**config.mk**
```make
export PLATFORM = sky130hd
export DESIGN_NAME = icache_top
export DESIGN_NICKNAME = d
export VERILOG_FILES = /design/src/hw/icache_pkg.sv /design/src/hw/fetch_fsm.sv /design/src/hw/icache_ctrl.sv /design/src/hw/icache_mem.sv /design/src/hw/icache_top.sv /design/src/hw/prefetch_window.sv
export SDC_FILE = /design/constraint.sdc
export NUM_CORES = 2
export LEC_CHECK = 0
export BUFFER_PORTS_ARGS = -buffer_cell sky130_fd_sc_hd__buf_2
export CAP_MARGIN = 20
export CORE_ASPECT_RATIO = 0.8
export CORE_MARGIN = 2
export CORE_UTILIZATION = 60
export CTS_CLUSTER_SIZE = 16
export DETAILED_ROUTE_END_ITERATION = 16
export PLACE_DENSITY_LB_ADDON = 0.05
export SLEW_MARGIN = 20
export SYNTH_ARGS = -nofsm -noshare
export SYNTH_HDL_FRONTEND = slang
export SYNTH_SLANG_ARGS = --single-unit
export TNS_END_PERCENT = 100
```
**constraint.sdc**
```tcl
create_clock -name clock -period 13.3 [get_ports clock]
set_input_delay 1.995 -clock clock [delete_from_list [all_inputs] [get_ports clock]]
set_output_delay 1.995 -clock clock [all_outputs]
set_load 0.01 [all_outputs]
```
**src/hw/icache_pkg.sv**
```systemverilog
package icache_pkg;

  // Address and line geometry
  localparam int ADDR_W      = 32;
  localparam int LINE_BYTES  = 8;                               // One 64-bit word per line
  localparam int OFFSET_BITS = $clog2(LINE_BYTES);
  localparam int DATA_W      = 64;
  localparam int IDX_BITS    = 5;
  localparam int NUM_LINES   = 1 << IDX_BITS;
  localparam int TAG_BITS    = ADDR_W - IDX_BITS - OFFSET_BITS; // 24 bits

  // Memory tags, tag 0 means no tag
  localparam int NUM_MEM_TAGS = 15;
  localparam int MEM_TAG_W    = 4;

  // Prefetch window, one demand line plus the prefetch lines
  localparam int PREFETCH_DEPTH = 4;
  localparam int WIN_LIMIT      = PREFETCH_DEPTH + 1;
  localparam int WIN_CNT_W      = $clog2(WIN_LIMIT + 1);

  typedef enum logic [1:0] {
    BUS_NONE = 2'h0,
    BUS_LOAD = 2'h1
  } bus_cmd_e;

  // Processor side
  typedef struct packed {
    logic [ADDR_W-1:0] addr;
  } fetch_req_t;

  typedef struct packed {
    logic [ADDR_W-1:0] addr;   // Address of the fetch being answered
    logic [DATA_W-1:0] data;
  } fetch_rsp_t;

  // Memory side
  typedef struct packed {
    bus_cmd_e          command;
    logic [ADDR_W-1:0] addr;   // Line aligned
  } mem_req_t;

  typedef struct packed {
    logic [MEM_TAG_W-1:0] response; // Same cycle answer, zero when refused
    logic [MEM_TAG_W-1:0] tag;      // Tag of returning data, zero when idle
    logic [DATA_W-1:0]    data;
  } mem_rsp_t;

  // Write port of the line store
  typedef struct packed {
    logic [IDX_BITS-1:0] index;
    logic [TAG_BITS-1:0] tag;
    logic [DATA_W-1:0]   data;
  } cache_wr_t;

endpackage

```
**src/hw/fetch_fsm.sv**
```systemverilog
`timescale 1ns/1ps

module fetch_fsm
  import icache_pkg::*;
(
  input  logic              clock,
  input  logic              reset,
  input  logic              req_valid,
  input  fetch_req_t        req,
  input  logic              rsp_ready,
  input  logic              hit_valid,
  input  logic [DATA_W-1:0] hit_data,
  output logic              req_ready,
  output logic              rsp_valid,
  output fetch_rsp_t        rsp,
  output logic [ADDR_W-1:0] lookup_addr,
  output logic              lookup_active,
  output logic              restart
);

  typedef enum logic [1:0] {
    IDLE    = 2'd0,
    LOOKUP  = 2'd1,
    RESPOND = 2'd2
  } state_e;

  state_e            state;
  logic [ADDR_W-1:0] addr_q;   // Accepted fetch address
  fetch_rsp_t        rsp_q;

  assign req_ready     = (state == IDLE);
  assign rsp_valid     = (state == RESPOND);
  assign lookup_active = (state == LOOKUP);
  assign lookup_addr   = addr_q;
  assign rsp           = rsp_q;
  assign restart       = req_valid && req_ready;  // New demand fetch

  always_ff @(posedge clock)
  begin
    if (reset)
    begin
      state <= IDLE;
    end
    else
    begin
      case (state)
        IDLE:
          if (req_valid)
            state <= LOOKUP;
        LOOKUP:
          if (hit_valid)
            state <= RESPOND;
        RESPOND:
          if (rsp_ready)
            state <= IDLE;  // Response taken
        default:
          state <= IDLE;
      endcase
    end
  end

  // Address and response payload
  always_ff @(posedge clock)
  begin
    if (restart)
      addr_q <= req.addr;
    if (lookup_active && hit_valid)
    begin
      rsp_q.addr <= addr_q;
      rsp_q.data <= hit_data;
    end
  end

endmodule

```
**src/hw/icache_ctrl.sv**
```systemverilog
`timescale 1ns/1ps

module icache_ctrl
  import icache_pkg::*;
(
  input  logic              clock,
  input  logic              reset,
  input  logic [ADDR_W-1:0] lookup_addr,
  input  logic              lookup_active,
  input  mem_rsp_t          mem_rsp,
  input  logic [DATA_W-1:0] rd_data,
  input  logic              rd_valid,
  input  logic              stall,
  output mem_req_t          mem_req,
  output logic              hit_valid,
  output logic [DATA_W-1:0] hit_data,
  output cache_wr_t         cache_wr,
  output logic              wr_en,
  output logic              issue
);

  logic [NUM_MEM_TAGS:0] tag_valid;                 // Bit 0 is never set
  logic [ADDR_W-1:0]     tag_addr [NUM_MEM_TAGS:0]; // Line requested under each tag
  logic [ADDR_W-1:0]     prefetch_addr;             // Last line sent to memory
  logic [ADDR_W-1:0]     demand_line;
  logic [ADDR_W-1:0]     next_addr;
  logic [ADDR_W-1:0]     return_line;
  logic                  demand_pending;
  logic                  forward;

  assign demand_line = {lookup_addr[ADDR_W-1:OFFSET_BITS], {OFFSET_BITS{1'b0}}};
  assign return_line = tag_addr[mem_rsp.tag];

  // Is the demand line already on its way from memory
  always_comb
  begin
    demand_pending = 1'b0;
    for (int t = 1; t <= NUM_MEM_TAGS; t++)
    begin
      if (tag_valid[t] && (tag_addr[t] == demand_line))
        demand_pending = 1'b1;
    end
  end

  // Demand line first, otherwise keep walking ahead
  assign next_addr = (lookup_active && !rd_valid && !demand_pending)
                     ? demand_line
                     : prefetch_addr + ADDR_W'(LINE_BYTES);

  assign mem_req.command = reset ? BUS_NONE : BUS_LOAD;
  assign mem_req.addr    = next_addr;

  assign issue = (mem_rsp.response != '0) && !stall;

  // Returning data for a tag we own goes into the line store
  assign wr_en          = tag_valid[mem_rsp.tag];
  assign cache_wr.index = return_line[OFFSET_BITS +: IDX_BITS];
  assign cache_wr.tag   = return_line[ADDR_W-1 -: TAG_BITS];
  assign cache_wr.data  = mem_rsp.data;

  // Same data answers the lookup in the cycle it arrives
  assign forward   = wr_en && (return_line == demand_line);
  assign hit_valid = lookup_active && (rd_valid || forward);
  assign hit_data  = forward ? mem_rsp.data : rd_data;

  always_ff @(posedge clock)
  begin
    if (reset)
    begin
      tag_valid     <= '0;
      prefetch_addr <= '0;
    end
    else
    begin
      if (wr_en)
        tag_valid[mem_rsp.tag] <= 1'b0;      // Tag retires on its data beat
      if (issue)
      begin
        tag_valid[mem_rsp.response] <= 1'b1; // Wins over a retire of the same tag
        prefetch_addr               <= next_addr;
      end
    end
  end

  always_ff @(posedge clock)
  begin
    if (issue)
      tag_addr[mem_rsp.response] <= next_addr;
  end

endmodule

```
**src/hw/icache_mem.sv**
```systemverilog
`timescale 1ns/1ps

module icache_mem
  import icache_pkg::*;
(
  input  logic              clock,
  input  logic              reset,
  input  cache_wr_t         cache_wr,
  input  logic              wr_en,
  input  logic [ADDR_W-1:0] lookup_addr,
  output logic [DATA_W-1:0] rd_data,
  output logic              rd_valid
);

  logic [DATA_W-1:0]    line_data [NUM_LINES];
  logic [TAG_BITS-1:0]  line_tag  [NUM_LINES];
  logic [NUM_LINES-1:0] line_valid;

  logic [IDX_BITS-1:0]  rd_index;
  logic [TAG_BITS-1:0]  rd_tag;

  // Split the lookup address into index and tag
  assign rd_index = lookup_addr[OFFSET_BITS +: IDX_BITS];
  assign rd_tag   = lookup_addr[ADDR_W-1 -: TAG_BITS];

  // Combinational read
  assign rd_data  = line_data[rd_index];
  assign rd_valid = line_valid[rd_index] && (line_tag[rd_index] == rd_tag);

  always_ff @(posedge clock)
  begin
    if (reset)
    begin
      line_valid <= '0;
    end
    else if (wr_en)
    begin
      line_valid[cache_wr.index] <= 1'b1;
    end
  end

  // Line contents and tags
  always_ff @(posedge clock)
  begin
    if (wr_en)
    begin
      line_data[cache_wr.index] <= cache_wr.data;
      line_tag[cache_wr.index]  <= cache_wr.tag;   // Replaces whatever lived at this index
    end
  end

endmodule

```
**src/hw/icache_top.sv**
```systemverilog
`timescale 1ns/1ps

module icache_top
  import icache_pkg::*;
(
  input  logic       clock,
  input  logic       reset,
  input  logic       req_valid,
  input  fetch_req_t req,
  input  logic       rsp_ready,
  input  mem_rsp_t   mem_rsp,
  output logic       req_ready,
  output logic       rsp_valid,
  output fetch_rsp_t rsp,
  output mem_req_t   mem_req
);

  logic [ADDR_W-1:0] lookup_addr;
  logic              lookup_active;
  logic              hit_valid;
  logic [DATA_W-1:0] hit_data;
  cache_wr_t         cache_wr;
  logic              wr_en;
  logic [DATA_W-1:0] rd_data;
  logic              rd_valid;
  logic              issue;
  logic              restart;
  logic              window_full;

  icache_ctrl i_icache_ctrl (
    .clock         (clock),
    .reset         (reset),
    .lookup_addr   (lookup_addr),
    .lookup_active (lookup_active),
    .mem_rsp       (mem_rsp),
    .rd_data       (rd_data),
    .rd_valid      (rd_valid),
    .stall         (window_full),   // Window full holds off issuing
    .mem_req       (mem_req),
    .hit_valid     (hit_valid),
    .hit_data      (hit_data),
    .cache_wr      (cache_wr),
    .wr_en         (wr_en),
    .issue         (issue)
  );

  icache_mem i_icache_mem (
    .clock       (clock),
    .reset       (reset),
    .cache_wr    (cache_wr),
    .wr_en       (wr_en),
    .lookup_addr (lookup_addr),
    .rd_data     (rd_data),
    .rd_valid    (rd_valid)
  );

  fetch_fsm i_fetch_fsm (
    .clock         (clock),
    .reset         (reset),
    .req_valid     (req_valid),
    .req           (req),
    .rsp_ready     (rsp_ready),
    .hit_valid     (hit_valid),
    .hit_data      (hit_data),
    .req_ready     (req_ready),
    .rsp_valid     (rsp_valid),
    .rsp           (rsp),
    .lookup_addr   (lookup_addr),
    .lookup_active (lookup_active),
    .restart       (restart)
  );

  prefetch_window i_prefetch_window (
    .clock   (clock),
    .reset   (reset),
    .issue   (issue),
    .restart (restart),
    .full    (window_full)
  );

endmodule

```
**src/hw/prefetch_window.sv**
```systemverilog
`timescale 1ns/1ps

module prefetch_window
  import icache_pkg::*;
(
  input  logic clock,
  input  logic reset,
  input  logic issue,
  input  logic restart,
  output logic full
);

  logic [WIN_CNT_W-1:0] count;   // Lines issued since the last demand fetch

  assign full = (count == WIN_CNT_W'(WIN_LIMIT));

  always_ff @(posedge clock)
  begin
    if (reset)
    begin
      count <= '0;
    end
    else if (restart)
    begin
      count <= '0;  // Fresh window for the new demand line
    end
    else if (issue && !full)
    begin
      count <= count + 1'b1;
    end
  end

endmodule

```
# Word level (Yosys, flattened, before mapping)
# Memory sizes are Yosys's and may differ from the RTL's. A register that Yosys moved wholly into a read port is not among the register bits.
# Cells that the tools add are included.
[op_classes] n_eq_ne=23 bitwise_logic=4 order_cmp=7 n_mux=41 addsub=2 n_reduce_logical=35
[ops] op="32-bit equality test" n=16
[ops] op="64-bit two-way mux" n=1
[ops] op="16-bit two-way mux" n=3
[ops] op="32-bit by 4-bit adder with 32-bit output, second input constant" n=1
[ops] op="32-bit two-way mux" n=1
[ops] op="32-bit OR" n=1
[ops] op="1-bit logical AND" n=27
[ops] op="1-bit two-way mux" n=25
[ops] op="24-bit equality test" n=1
[ops] op="16-bit bitwise AND" n=1
[ops] op="16-bit NOT" n=1
[ops] op="16-bit OR" n=1
[ops] op="5-bit by 6-bit less-than comparator with 1-bit output, second input constant" n=2
[ops] op="4-bit by 5-bit less-than comparator with 1-bit output, second input constant" n=2
[ops] op="5-bit two-way mux" n=2
[ops] op="1-bit demux with 4-bit select" n=2
[ops] op="4-bit by 1-bit >= comparator with 1-bit output, second input constant" n=2
[ops] op="2-bit two-way mux" n=3
[ops] op="2-bit one-hot mux with 3 select lines" n=1
[ops] op="1-bit binary-select mux with 5-bit select" n=1
[ops] op="1-bit demux with 5-bit select" n=1
[ops] op="5-bit by 1-bit >= comparator with 1-bit output, second input constant" n=1
[ops] op="1-bit binary-select mux with 4-bit select" n=1
[ops] op="2-bit != test, second input constant" n=2
[ops] op="other kinds (11)" n=13
[word_totals] output_inout_bits=132 reg_bits=213 ramBits=3328 mem_count=3
[mem_list] memory="i_icache_mem.line_data" depth=32 width=64 read_ports=1 rd_clocked_by_memory_dff=1 wr=1 line="icache_mem.sv:15" text="logic [DATA_W-1:0] line_data [NUM_LINES];"
[mem_list] memory="i_icache_mem.line_tag" depth=32 width=24 read_ports=1 rd_clocked_by_memory_dff=1 wr=1 line="icache_mem.sv:16" text="logic [TAG_BITS-1:0] line_tag [NUM_LINES];"
[mem_list] memory="i_icache_ctrl.tag_addr" depth=16 width=32 read_ports=16 rd_clocked_by_memory_dff=0 wr=1 line="icache_ctrl.sv:23" text="logic [ADDR_W-1:0] tag_addr [NUM_MEM_TAGS:0];"

# Logic depth before layout (Yosys ltp)
# An unclocked memory read counts as a cell.
[logic_depth] depth_word=21 mapped_depth=17 depth_no_buf=11

# Hierarchy
# Synthesis repeated with hierarchy kept, for this count alone.
[unflattened] cells_unflattened=6961 area_unflattened_um2=143028.4
[by_module_without_submodules] mod="icache_mem" cells_per_inst=4559 seq_area_each_um2=85201.7 area_each_um2=108550.4 n_inst=1
[by_module_without_submodules] mod="icache_ctrl" cells_per_inst=2244 seq_area_each_um2=16335.7 area_each_um2=30342.9 n_inst=1
[by_module_without_submodules] mod="fetch_fsm" cells_per_inst=141 seq_area_each_um2=3883.7 area_each_um2=3953.8 n_inst=1
[by_module_without_submodules] mod="prefetch_window" cells_per_inst=17 seq_area_each_um2=60.1 area_each_um2=181.4 n_inst=1

# Worst setup path after synthesis
# No wires, ideal clock.
[synth_path] path_kind="input-to-reg" startpoint="input port mem_rsp[64] (netlist bit)" endpoint="register i_fetch_fsm.rsp_q, in the netlist i_fetch_fsm.rsp[0] (enable)" setup_slack_ps=3102 setup_time_ps=585 cell_stages=11 t_required_ps=12715 arrival_time_ps=9613 cell_sequence="clkbuf_1 buf_2 buf_1 mux4_2 mux4_2 xnor2_1 nand4_1 or3_1 nor4_1 nand4_1 a21oi_1"
[synth_rtl] item="from (decl)" line="icache_top.sv:11" text="input mem_rsp_t mem_rsp,"
[synth_rtl] item="to (decl)" line="fetch_fsm.sv:29" text="fetch_rsp_t rsp_q;"

==> impl_metrics.yaml <==
place:
  placed_area_um2: 147000
  dp.cells: 9841
  gp_congestion: 1.03
  io_buffers: 238
  dp_hpwl_um: 236000
sta:
  final-setup-viol-count: 0
  rsz0062_at_grt: "no"
  finalClockSkew_ns: 0.0454
  holdWs_ns: 0.418
  hold_viol: 0
  report.final.slew_viol_count: 0
  fin_setup_tns_ns: 0
  slew_headroom: 0.157
  worst_pin_slew_ns: 1.26
  fin_crit_sh: 0.710
  min_period_ns: 9.45
  max_freq_mhz: 106
yosys:
  yosysMostFrequentCell: "edfxtp_1"
  synth_area_um2: 141000
  synth_edf_count: 3456
  synth-seq-cells: 3546
  synth_top_area_share: 0.736
  synth_top_cell_by_area: "edfxtp_1"
  yosys-top-cells-area: "edfxtp_1 (74%), mux4_2 (16%), xnor2_1 (2.0%)"
  synth_common_cells: "edfxtp_1 (3,456), mux4_2 (978), xnor2_1 (324)"
  synthArstFlopShare: 0
  ys.flop_type: "edfxtp_1"
  yosysUniqueCellTypes: 66
  yosys_warnings: 0
  synthCells: 6611
  syn_avg_cell_area_um2: 21.3
  ys_seq_area_frac: 0.748
finish:
  drive_above_1_share: 0.268
  n_fill_cell: 15000
  syn_to_final_growth_pct: 11.7
  multi_input_area_um2: 34100
  finalNonFillerCells: 10500
  seqCellArea_um2: 106000
  final_area_um2: 158000
  fin_nets: 7156
clock_tree:
  tritoncts: "yes"
  clock_latency_ns: 0.90
  cts_resized: 0
  cts_buffer_depth: 4
  path_clk_slew_ns: 0.06
  cts-buffers-inserted: 339
  clock_tree.root_cell: "clkbuf_16"
  cts_hold_buffers: 0
  clock_sinks: 3546
  htreeDepth: 5
  cts_setup_buffers: 0
die:
  die_y_um: 438
  core_um2: 234000
  initial_core_util: 0.602
  fp.dieW_um: 546
  io_pins: 240
  std_cell_rows: 159
  dieArea_um2: 239000
critical_path:
  worstSetupEndpointType: "output pin"
  path_class: "flop to output pin"
  crit_end: "mem_req[25]"
  startpoint_type: "flop"
  slowest_stage: "buf_4"
  worstReg2RegEnd: "i_icache_ctrl.tag_addr[1][25]"
  required_ns: 11.31
  r2r_cells: 13
  reg2reg_setup_slack_ns: 6.64
  path_common_cell: "buf_4"
  worstPathArrival_ns: 7.45
  path_max_fanout: 72
  cp_cell_sequence: "buf_4, buf_4, mux4_2, mux2_2, nand2_1, o21ai_0, mux2i_1, a21oi_1, nor4_2, a21oi_4, buf_4, buf_4, mux2_2, buf_2"
  max_stage_delay_ns: 0.87
global_route:
  antenna_found_initial: 25
  grt_max_degree: 135
  grt_use_total: 0.346
  grt_pass1_vias: 69900
  grt_pass1_wl_um: 567000
  grt_overflow: 0
route:
  ant_nets: 0
  drt-met1-wl_um: 166000
  met2_wirelength_um: 182000
  viasPerCell: 6.95
  drc_errors: 0
  detail_route.wl_per_cell_um: 39.3
  drt-pass1-iter-count: 6
  met3WireLength_um: 51300
  routed_wl_um: 411000
  drtIter0Drc: 11300
  via_count: 72600
  top_layer_used: "met5"
worst_hold_path:
  hp-class: "flop to flop"
  min_path_cells: 0
power_and_ir_drop:
  power_density_nw_per_um2: 153
  p_leak_nw: 49.9
  power_w: 0.0242
  peakVddDrop_mv: 0.143
outcome:
  status: "finished clean"
job:
  cap_violations: 0
## power by group
| group | leakage (nW) | switching [W] | internal (W) | total [W] |
|---|---|---|---|---|
| Combinational | 12.5 | 0.00128 | 0.000786 | 0.00207 |
| Clock | 5.34 | 0.00414 | 0.00546 | 0.00960 |
| Sequential | 32.1 | 0.0000686 | 0.0124 | 0.0125 |
## per-layer routing
| layer | vias up | global-route usage |
|---|---|---|
| met4 | 18 | 0.0944 |
| met5 | - | 0.00120 |
| met1 | 39000 | 0.534 |
| li1 | 28300 | - |
| met2 | 4647 | 0.494 |
| met3 | 678 | 0.0920 |
## sequential cells by signal (all words and copies together) (netlist names), named ones only
name / cells
i_fetch_fsm.lookup_addr: 32
i_icache_mem.line_valid: 32
i_icache_ctrl.prefetch_addr: 32
i_icache_ctrl.tag_addr: 512
i_icache_mem.line_tag: 768
i_prefetch_window.count: 3
i_fetch_fsm.rsp: 96
i_fetch_fsm.state: 2
i_icache_ctrl.tag_valid: 16
i_icache_mem.line_data: 2048
## worst max-delay path: cells and delay by family (launching register included)
family	cells	cell delay [ns]
mux	4	1.75
simple gates	2	0.19
flops	1	0.71
compound gates	3	0.60
buf+inv	5	3.17
## worst min path at each step
stage	from	endpoint	slack, ns
2_1_floorplan	i_fetch_fsm.lookup_addr[0]	i_fetch_fsm.rsp[64]	0.40
3_3_place_gp	i_fetch_fsm.lookup_addr[1]	i_fetch_fsm.rsp[65]	0.40
3_5_place_dp	i_fetch_fsm.lookup_addr[1]	i_fetch_fsm.rsp[65]	0.40
4_1_cts	i_fetch_fsm.lookup_addr[1]	i_fetch_fsm.rsp[65]	0.42
5_1_grt	i_fetch_fsm.lookup_addr[2]	i_fetch_fsm.rsp[66]	0.42
6_report	i_fetch_fsm.lookup_addr[1]	i_fetch_fsm.rsp[65]	0.42
## cells by family after synthesis
group                    count (synthesis)  share of synthesized area
flip-flops                            3546                      0.748
AO/OA/AOI/OAI                          285                     0.0127
AND/OR/NAND/NOR                        703                     0.0249
other                                    1                  0.0000266
buffers and inverters                  398                     0.0125
multiplexers                          1153                      0.169
XOR/XNOR                               522                     0.0324
adder cells (fa/ha/maj)                  3                   0.000266
## per-stage QoR
step	setup WS [ns]	util
6_report	3.85	0.673
5_1_grt	3.53	0.673
4_1_cts	3.82	0.673
3_5_place_dp	4.80	0.626
3_3_place_gp	4.82	0.626
2_1_floorplan	3.10	-
## cell type report
class	count	share of cell area
Timing Repair Buffer	433	0.0186
Antenna cell	6	0.0000953
Tap cell	3139	0.0249
Clock buffer	424	0.0578
Inverter	26	0.000667
Sequential cell	3546	0.670
Clock inverter	182	0.0113
Multi-Input combinational cell	2699	0.217
## cell usage in the layout, fill, tap and decap left out, types with 20 or more instances in the layout
master and n:
a21o_1 21, a21oi_1 96, a22oi_1 25, a31oi_1 25
buf_2 235, buf_4 175, bufinv_16 31, clkbuf_1 67
clkbuf_16 350, clkinv_1 63, clkinv_2 67, conb_1 33
dfxtp_1 86, edfxtp_1 3456, inv_1 25, mux2i_1 155
mux4_2 978, nand2_1 134, nand3_1 61, nand4_1 111
nor2_1 162, nor2_4 32, nor2b_1 24, nor3_1 24
nor4_1 67, o21ai_0 31, o21ai_1 20, or3_1 23
xnor2_1 324, xor2_1 198
(Power assumes the default switching activity.)
